===== config.mk =====
export PLATFORM = sky130hd
export DESIGN_NAME = uart_rx
export DESIGN_NICKNAME = d
export VERILOG_FILES = /design/src/source/loader_pkg.sv /design/src/source/uart_rx.sv
export VERILOG_INCLUDE_DIRS = /design/src /design/src/source
export SDC_FILE = /design/constraint.sdc
export NUM_CORES = 1
export LEC_CHECK = 0
export ABC_CLOCK_PERIOD_IN_PS = 2270
export BUFFER_PORTS_ARGS = -buffer_cell sky130_fd_sc_hd__clkbuf_2
export CAP_MARGIN = 20
export CORE_MARGIN = 2
export CORE_UTILIZATION = 30
export DETAILED_ROUTE_END_ITERATION = 7
export PLACE_DENSITY = 0.54
export SLEW_MARGIN = 20
export SYNTH_ARGS = -nofsm -noshare
export SYNTH_HDL_FRONTEND = slang
export SYNTH_SLANG_ARGS = --single-unit

===== constraint.sdc =====
create_clock -name rst -period 2.27 [get_ports rst]
set_clock_uncertainty 0.05 [all_clocks]
set_input_delay 0.454 -clock rst [delete_from_list [all_inputs] [get_ports rst]]
set_output_delay 0.454 -clock rst [all_outputs]
set_load 0.02 [all_outputs]

===== src/source/loader_config.svh =====
`ifndef LOADER_CONFIG_SVH
`define LOADER_CONFIG_SVH

// byte address width of program memory
`define ADDR_WIDTH 12

// first byte address written by the loader
`define LOAD_BASE 'h300

// word that ends a program, never stored
`define LOAD_END_WORD 16'h7fff

// bytes buffered between receiver and loader
`define RX_FIFO_DEPTH 4

// clock cycles per serial bit
`define CLKS_PER_BIT 16

`endif


===== src/source/loader_pkg.sv =====
`default_nettype none

package loader_pkg;

  // one byte as it comes off the serial line
  typedef logic [7:0] byte_t;

  // one program word, high byte received first
  typedef logic [15:0] word_t;

  // loader phase
  // wait_high and wait_low alternate while a program streams in
  typedef enum logic [1:0] {
    wait_high = 2'd0,
    wait_low  = 2'd1,
    finished  = 2'd2
  } load_state_e;

endpackage

`default_nettype wire


===== src/source/uart_rx.sv =====
`include "loader_config.svh"
`timescale 1ns/1ps
`default_nettype none

module uart_rx #(
  parameter int CLKS_PER_BIT = `CLKS_PER_BIT
) (
  input  logic              rst,
  input  logic              clk,
  input  logic              rx,
  output logic              byte_valid,
  output loader_pkg::byte_t byte_data,
  output logic              rx_error
);

  localparam int CNT_W = $clog2(CLKS_PER_BIT);
  localparam logic [CNT_W-1:0] HALF_BIT = CNT_W'(CLKS_PER_BIT / 2 - 1);
  localparam logic [CNT_W-1:0] FULL_BIT = CNT_W'(CLKS_PER_BIT - 1);

  localparam logic [1:0] ST_IDLE  = 2'd0;
  localparam logic [1:0] ST_START = 2'd1;
  localparam logic [1:0] ST_DATA  = 2'd2;
  localparam logic [1:0] ST_STOP  = 2'd3;

  logic              rx_meta;
  logic              rx_sync;
  logic              rx_prev;
  logic              start_edge;
  logic [1:0]        state;
  logic [CNT_W-1:0]  tick_cnt;
  logic [2:0]        bit_idx;
  loader_pkg::byte_t shift;

  // two flops against metastability, a third for the edge
  always_ff @(posedge rst or posedge clk) begin
    if (clk) begin
      rx_meta <= 1'b1;
      rx_sync <= 1'b1;
      rx_prev <= 1'b1;
    end else begin
      rx_meta <= rx;
      rx_sync <= rx_meta;
      rx_prev <= rx_sync;
    end
  end

  assign start_edge = rx_prev & ~rx_sync;

  // shift register holds the last complete byte until the next frame
  assign byte_data = shift;

  always_ff @(posedge rst or posedge clk) begin
    if (clk) begin
      state      <= ST_IDLE;
      tick_cnt   <= '0;
      bit_idx    <= '0;
      shift      <= '0;
      byte_valid <= 1'b0;
      rx_error   <= 1'b0;
    end else begin
      byte_valid <= 1'b0;
      case (state)
        ST_IDLE: begin
          tick_cnt <= '0;
          if (start_edge) begin
            state <= ST_START;
          end
        end
        ST_START: begin
          if (tick_cnt == HALF_BIT) begin
            tick_cnt <= '0;
            bit_idx  <= '0;
            // line back high at mid start bit, just a glitch
            state    <= rx_sync ? ST_IDLE : ST_DATA;
          end else begin
            tick_cnt <= tick_cnt + 1'b1;
          end
        end
        ST_DATA: begin
          if (tick_cnt == FULL_BIT) begin
            tick_cnt <= '0;
            // lsb first
            shift    <= {rx_sync, shift[7:1]};
            bit_idx  <= bit_idx + 1'b1;
            if (bit_idx == 3'd7) begin
              state <= ST_STOP;
            end
          end else begin
            tick_cnt <= tick_cnt + 1'b1;
          end
        end
        ST_STOP: begin
          if (tick_cnt == FULL_BIT) begin
            tick_cnt <= '0;
            state    <= ST_IDLE;
            if (rx_sync) begin
              byte_valid <= 1'b1;
            end else begin
              // framing error, byte is dropped
              rx_error <= 1'b1;
            end
          end else begin
            tick_cnt <= tick_cnt + 1'b1;
          end
        end
        default: begin
          state <= ST_IDLE;
        end
      endcase
    end
  end

endmodule

`default_nettype wire


==> run metrics <==
peak supply drop=455.4 uV; fin. max-slew vios=0; die area=between 3000 and 4000 um2; initial antenna violation count=0; Post-synth EDFFs=0; clock sinks=22; final wirelength=1592 um; Max Clk Rate=568.2 MHz; die width=62.02 um; final setup TNS=0 ns; fraction of registers with async set/reset=100.0%; Crit. Startpoint=tick_cnt[0]; Synthesis Warnings=0; max_cap viols=0; Final WS setup=0.5100 ns; post-synthesis cell count=roughly 80; non-filler cells, final=138; worst slew pin tran=0.8205 ns; routed length on met3=55 um; Num CTS Buffers=3; outcome=finished, final reports clean; Min-Delay Path Class=input port to register; total grt overflow=0; GRT Util Overall=8.554%; Tcrit/Tclk final=77.54%; CP Class=register to register; Met1 Routed Length=between 700 and 800 um; reg2reg end=byte_data[6]; fillers=345; number of synthesized register bits=22; Synth top cells by count=19 x dfrtp_1, 7 x mux2_4, 6 x nor2_1; critical path capture point=byte_data[6]; placed cell count=134; largest net degree at the start of global routing=23; DR pass1 iterations=4; Ports=13; post-synth top area cell=dfrtp_1; WL/cell=11.54 um; Antenna Nets Post-Route=0; Layout Utilization=34.74%; Synth cell types=31; final routed DRC violation total=0; CTS max path bufs=2; Place WS=0.5244 ns; share of cells above drive strength 1=33.70%; synthesized area per cell=around 12 um2; gpl congestion=about 0.68; setup repair bufs after CTS=0; crit path DAT=1.93 ns; Die Span Y=a little over 60 um; sequential area share after synthesis=a little over half; area grow syn2layout=13.01%; PortBufs=12; Power per Cell Area=about 920 nW/um2; ys flop type=dfrtp_1; Antenna Cells=0; total number of vias=643; RR Startpoint=tick_cnt[0]; worst skew pair latency=roughly 0.31 ns; reg-to-reg setup timing slack=0.51 ns; CTS root buffer=clkbuf_4; Post-DP HPWL=around 1100 um; vias per std cell=4.659; WL met2=788 um; leakage=0.5285 nW; worst hold slack=0.1635 ns; max reg flops=8; Rel. slew slack=45.24%; Yosys top cell area share=47.09%; count leader, synth=dfrtp_1; CP Launch Type=register; PostCTS Resize Cnt=0; final setup violation count=0; Rows=21; top cells by area, synth=dfrtp_1 47%, mux2_4 10%, dfstp_2 7.8%; FF+latch area=about 550 um2; Max H-tree Level=1; first-pass GRT wire length=2421 um; vias in the first global route=573; CTS tree=built; DR iter-0 viols=32; Net count, final=99; RSZ-0062 raised after global routing=false; Req. time, crit path=2.44 ns; Hold Vio Cnt, Final=0; Mapped Area=between 1000 and 1500 um2; area occupied by multi-input gates=401.6 um2; fin crit period=1.760 ns; core area=approximately 3300 um2; worst-path fanout max=11; Initial Util=30.74%; Reg2Reg Depth=4; Syn Nets=87; DR top layer=met4; clock slew at reported path FFs=0.13 ns; cts-stage hold buffer count=0; Setup crit end kind=register
## layer usage
layer / GRT usage, % / vias up
met5: 0 / -
met4: 0.9119 / 0
met3: 3.727 / 2
met2: 15.48 / 14
met1: 9.566 / 320
li1: - / 307
## report_power, final
group,switching (W),internal (W),total (W)
sequential,0.0000983,0.000448,0.000546
clock,0.000124,0.000178,0.000303
combinational,0.0000942,0.000107,0.000201
## per-stage QoR
stage / cell area [um2] / total power (W)
2_1_floorplan: 1010 / 0.0007232
3_3_place_gp: 1089 / 0.0007453
3_5_place_dp: 1089 / 0.0007565
4_1_cts: 1141 / 0.001059
5_1_grt: 1141 / 0.001118
6_report: 1141 / 0.001050
## final cells by class
| cell class | count | share of cell area (%) |
|---|---|---|
| Sequential cell | 22 | 48.57 |
| Multi-Input combinational cell | 50 | 35.20 |
| Timing Repair Buffer | 12 | 5.263 |
| Tap cell | 46 | 5.044 |
| Clock inverter | 1 | 2.632 |
| Clock buffer | 3 | 1.974 |
| Inverter | 4 | 1.316 |
## worst max-delay path, cell delays in order, from the launching register on
cell and delay [ns]:
dfrtp_1 0.43, ha_1 0.33, and3_4 0.26, and2_4 0.25, mux2_2 0.35
## worst min path at each step
stage	startpoint	to	slack [ns]	cells after the start
3_3_place_gp	rx_meta	rx_sync	0.30	0
3_5_place_dp	rx_meta	rx_sync	0.30	0
4_1_cts	rx	rx_meta	0.15	1
2_1_floorplan	rx_meta	rx_sync	0.30	0
6_report	rx	rx_meta	0.16	1
5_1_grt	rx	rx_meta	0.15	1
## logic make-up after synthesis
logic type / Yosys count / share of synthesized area, %
mux: 8 / 11.52
compound gates: 17 / 11.15
buf+inv: 9 / 5.327
simple gates: 21 / 12.52
fa+ha+maj: 3 / 3.718
xor+xnor: 1 / 0.8676
flops: 22 / 54.90
## cells in the final DEF (no fill, tap or decap), types with 2 or more instances in the layout
cell type	synthesis	routed
dfrtp_1	19	19
clkbuf_2	0	12
mux2_4	7	7
nor2_1	6	6
a21oi_1	5	5
inv_1	4	4
nor2b_1	3	3
nand3_1	3	3
a211oi_1	3	3
ha_1	3	3
clkbuf_4	0	3
dfstp_2	3	3
nand2_1	2	2
or3b_2	2	2
o21ai_0	2	2
Power figures use the tool's default switching activity.
