File: config.mk
export PLATFORM = sky130hd
export DESIGN_NAME = rx_fifo
export DESIGN_NICKNAME = d
export VERILOG_FILES = /design/src/source/loader_pkg.sv /design/src/source/rx_fifo.sv
export VERILOG_INCLUDE_DIRS = /design/src /design/src/source
export SDC_FILE = /design/constraint.sdc
export NUM_CORES = 1
export LEC_CHECK = 0
export ABC_AREA = 1
export BUFFER_PORTS_ARGS = -buffer_cell sky130_fd_sc_hd__buf_2
export CAP_MARGIN = 20
export CORE_ASPECT_RATIO = 0.6
export CORE_UTILIZATION = 54
export DETAILED_ROUTE_END_ITERATION = 10
export HOLD_SLACK_MARGIN = 0.1
export PLACE_DENSITY = 0.87
export SYNTH_ARGS = -nofsm -noshare
export SYNTH_HDL_FRONTEND = slang
export SYNTH_SLANG_ARGS = --single-unit
File: constraint.sdc
create_clock -name rst -period 2.9 [get_ports rst]
set_input_delay 0.29 -clock rst [delete_from_list [all_inputs] [get_ports rst]]
set_output_delay 0.29 -clock rst [all_outputs]
set_load 0.01 [all_outputs]
File: src/source/loader_config.svh
`ifndef LOADER_CONFIG_SVH
`define LOADER_CONFIG_SVH

// byte address width of program memory
`define ADDR_WIDTH 12

// first byte address written by the loader
`define LOAD_BASE 'h300

// word that ends a program, never stored
`define LOAD_END_WORD 16'h7fff

// bytes buffered between receiver and loader
`define RX_FIFO_DEPTH 4

// clock cycles per serial bit
`define CLKS_PER_BIT 16

`endif

File: src/source/loader_pkg.sv
`default_nettype none

package loader_pkg;

  // one byte as it comes off the serial line
  typedef logic [7:0] byte_t;

  // one program word, high byte received first
  typedef logic [15:0] word_t;

  // loader phase
  // wait_high and wait_low alternate while a program streams in
  typedef enum logic [1:0] {
    wait_high = 2'd0,
    wait_low  = 2'd1,
    finished  = 2'd2
  } load_state_e;

endpackage

`default_nettype wire

File: src/source/rx_fifo.sv
`include "loader_config.svh"
`timescale 1ns/1ps
`default_nettype none

module rx_fifo #(
  parameter int DEPTH = `RX_FIFO_DEPTH
) (
  input  logic              rst,
  input  logic              clk,
  input  logic              push,
  input  loader_pkg::byte_t push_data,
  input  logic              pop,
  output loader_pkg::byte_t head,
  output logic              empty,
  output logic              overrun
);

  localparam int PTR_W = (DEPTH > 1) ? $clog2(DEPTH) : 1;
  localparam int CNT_W = $clog2(DEPTH + 1);
  localparam logic [PTR_W-1:0] LAST_PTR = PTR_W'(DEPTH - 1);
  localparam logic [CNT_W-1:0] FULL_CNT = CNT_W'(DEPTH);

  loader_pkg::byte_t mem [DEPTH];
  logic [PTR_W-1:0]  wr_ptr;
  logic [PTR_W-1:0]  rd_ptr;
  logic [CNT_W-1:0]  count;
  logic              full;
  logic              do_push;
  logic              do_pop;

  assign full    = (count == FULL_CNT);
  assign empty   = (count == '0);
  assign do_push = push & ~full;
  assign do_pop  = pop & ~empty;

  // oldest entry shown ahead of the pop
  assign head = mem[rd_ptr];

  always_ff @(posedge rst) begin
    if (do_push) begin
      mem[wr_ptr] <= push_data;
    end
  end

  always_ff @(posedge rst or posedge clk) begin
    if (clk) begin
      wr_ptr  <= '0;
      rd_ptr  <= '0;
      count   <= '0;
      overrun <= 1'b0;
    end else begin
      if (do_push) begin
        wr_ptr <= (wr_ptr == LAST_PTR) ? '0 : wr_ptr + 1'b1;
      end
      if (do_pop) begin
        rd_ptr <= (rd_ptr == LAST_PTR) ? '0 : rd_ptr + 1'b1;
      end
      case ({do_push, do_pop})
        2'b10:   count <= count + 1'b1;
        2'b01:   count <= count - 1'b1;
        default: count <= count;
      endcase
      // sticky, no back-pressure toward the line
      if (push && full) begin
        overrun <= 1'b1;
      end
    end
  end

endmodule

`default_nettype wire

==> summary.txt <==
CTS
  • Clock sinks: 40
  • H-tree depth: 2
  • Post-CTS Setup Inserts: 0
  • Worst skew pair latency: 0.30 ns
  • Max clock buf depth: 2
  • Post_cts resized: 0
  • Clock root buffer: clkbuf_8
  • Clock transition at the registers of the reported paths: 0.07 ns
  • TritonCTS clock tree: done
  • Num CTS Buffers: 5

Routing
  • DR DRC count: 0
  • Vias per inst: 5.16
  • Antenna Nets Post-Route: 0
  • Per-cell routed wire length: 13.9 microns
  • Via count: 1155
  • Routed WL: 3.11 mm
  • Drt pass-1 iters: 4
  • DRT iter0 DRCs: 80

Cells and area
  • ANT cells: 0
  • Reg area: 1160 sq um
  • Multi-input gate area: 464 sq um
  • Final Cell Area: 2010 sq um
  • Layout cell share with drive strength beyond 1: 17.0%
  • Area grow syn2layout: 11.4%
  • # fillers: 222
  • Fin cells: 224
  • Nets: 200

Die
  • DIE AREA: 3590 sq um
  • FP Rows: 15
  • IO Pins: 22
  • Die Ht: 46.8 microns
  • Initial Util: 59.8%
  • Die Wd: 76.7 microns
  • Area of the core: 3020 sq um

Timing
  • Slew Viols, Final: 0
  • Tcrit/Tclk final: 73.1%
  • RSZ-0062 raised after global routing: no
  • Final Setup Violations: 0
  • Final Hold Fails: 0
  • Fmax: 0.471 GHz
  • Final setup skew: 0.00593 ns
  • Setup TNS: 0 ns
  • Tmin final: 2.12 ns
  • Worst-Margin Slew: 1.03 ns
  • Max_slew headroom: 31.0%

Power
  • Switching pwr: 0.000739 W
  • Combinational fraction of design power: 34.5%
  • Total power per unit cell area: 979 nW/um^2
  • Tot Pwr: 0.00197 W
  • Switching part of the total: 37.6%
  • Leak: 0.893 nW
  • Maximum VDD drop: 591 uV
  • Reg power frac: 46.3%
  • Share of total power in the clock network: 19.2%
  • Internal: 0.00123 W

Synthesis
  • Synth cell count leaders: nand2_1 (38), inv_1 (33), edfxtp_1 (32)
  • Mux contribution to synthesized area: 0%
  • Combinational family with the most area after synthesis: simple AND/OR/NAND/NOR gates
  • Net count after synthesis: 176
  • Register area share after synthesis: 64.3%
  • Synth Area in XOR/XNOR: 0.485%
  • Post-synthesis compound-gate area fraction: 7.35%
  • Cell taking the most area after synthesis: edfxtp_1
  • Post-Synthesis Cells: 157
  • Simple-Gate Fraction of Synth Area: 12.6%
  • Most used DFF post-synth: edfxtp_1
  • Synth area leaders: edfxtp_1 (53%), dfrtp_1 (11%), nand2_1 (7.9%), inv_1 (6.9%), o211ai_1 (6.7%)
  • Post-synthesis instance area: 1810 sq um
  • Most common cell in the netlist: nand2_1
  • Async SR Flop Fraction: 20.0%
  • Ys Warns: 0
  • Synthesized area per cell: 11.5 sq um
  • Flops & latches, synth: 40
  • Adder-Cell Fraction of Synth Area: 5.27%
  • EDFF count, synth: 32
  • Area share of the largest cell type after synthesis: 53.2%
  • Synth unique cells: 16

Critical path
  • CP most frequent cell: nand2_1
  • Critical Path Start Type: flop
  • Critical Path End Type: output pin
  • Critical path depth: 4
  • Worst-path cell chain: nand2_1 > o211ai_1 > nand2_1 > buf_2
  • Critical path type: reg -> out
  • Reg2Reg Setup Slack: 0.98 ns
  • Reg-to-reg critical path startpoint: count[0]
  • Crit path max-delay family: flip-flops
  • Reg2reg end: count[1]
  • Crit-path slowest cell: dfrtp_1
  • CP max FO: 35
  • Crit-path max cell delay: 1.03 ns
  • CP arrival: 1.83 ns
  • WP buf/inv: 1
  • Data required time of the worst path: 2.61 ns
  • Worst R2R Path Depth: 8

GRT
  • Residual overflow from global routing: 0
  • GRT Overall Usage: 20.3%
  • GR Layer Usage met2: 33.3%
  • First-pass GRT wire length: 5.04 mm
  • Met1 usage: 24.8%
  • Vias in the first global route: 1099
  • GRT Max-Usage Layer: met2
  • Pin count of the biggest net entering global routing: 36
  • Antenna violations before repair: 0
  • Grt met3 use: 4.85%

Run
  • Max-Cap Viols: 0

Hold path
  • Worst hold stages: 1
  • Hold endpoint: mem[0][6]
  • Hold WC Path Type: in -> reg
  • Hold Crit Start: push_data[6]

Outcome
  • Outcome: finished clean

Place
  • Dpl cells: 215
  • GPL Wtd Cong: 0.895
  • IO Port Bufs: 21
  • Total placed instance area: 1910 sq um
  • Half-perimeter wire length after detailed placement: 2.18 mm
## power by group through the flow
stage / logic, W / clock network (W) / registers, W
after CTS: 0.000685 / 0.000388 / 0.000911
after global placement: 0.000628 / 0 / 0.000910
after floorplan: 0.000586 / 0 / 0.000836
after detailed placement: 0.000676 / 0 / 0.000925
final: 0.000678 / 0.000378 / 0.000912
after global routing: 0.000772 / 0.000407 / 0.000937
## cell type report
type / count / share of cell area [%]
clock buffer: 7 / 4.29
clock inverter: 1 / 0.373
inverter: 33 / 6.16
multi-input combinational: 79 / 23.1
sequential: 40 / 57.7
tap: 42 / 2.61
timing repair buffer: 22 / 5.72
## logic make-up (layout without fill, tap and decap cells)
| logic type | count (synthesis) | count (layout) |
|---|---|---|
| AND/OR/NAND/NOR | 53 | 53 |
| buffers and inverters | 38 | 63 |
| flip-flops | 40 | 40 |
| AO/OA/AOI/OAI | 18 | 18 |
| XOR/XNOR | 1 | 1 |
| adder cells (fa/ha/maj) | 7 | 7 |
## metal layers
layer / vias to the layer above / part of all wire [%]
met4: 0 / 3.7
met1: 545 / 45
li1: 564 / -
met3: 12 / 4.5
met2: 34 / 47
met5: - / 0
## placed cells by master, fill, tap and decap left out
master	n
buf_2	21
clkbuf_1	1
clkbuf_8	6
clkinvlp_4	1
dfrtp_1	8
dlygate4sd3_1	1
edfxtp_1	32
fa_1	1
ha_1	6
inv_1	33
nand2_1	38
nand2_4	1
nand3_1	5
nand3_2	2
nand4_1	1
nor2_1	6
o211ai_1	16
o21ai_0	1
o21bai_1	1
xnor2_1	1
## worst register-to-register path, delay by kind of cell (launching register included)
family / cells / cell delay [ns]
flops: 1 / 0.39
compound gates: 1 / 0.30
simple gates: 2 / 0.23
buf+inv: 3 / 0.29
fa+ha+maj: 2 / 0.60
## how the worst max path moves through the flow
stage	startpoint	end	slack (ns)
2_1_floorplan	count[0]	count[2]	1.24
3_3_place_gp	count[0]	count[2]	1.18
3_5_place_dp	count[0]	count[1]	1.08
4_1_cts	rd_ptr[0]	head[6]	0.80
5_1_grt	rd_ptr[0]	head[0]	0.59
6_report	rd_ptr[0]	head[6]	0.78
## per-stage QoR
stage	setup slack (ns)	utilization (%)	hold slack, ns
after global routing	0.593	66.5	0.207
after CTS	0.797	66.5	0.198
after floorplan	1.24	-	0.106
after detailed placement	1.08	63.1	0.254
final	0.779	66.5	0.208
after global placement	1.18	63.1	0.246
## flip-flops by register name, summed over array words and instances, names as in the netlist
name / cells
overrun: 1
mem: 32
rd_ptr: 2
wr_ptr: 2
count: 3
## what timing repair did
| item | 4_1_cts | 5_1_grt |
|---|---|---|
| hold buffers | 1 | 0 |
| endpoints found under the setup margin | 0 | 0 |
| endpoints found under the hold margin | 8 | 0 |
Power figures use the tool's default switching activity.
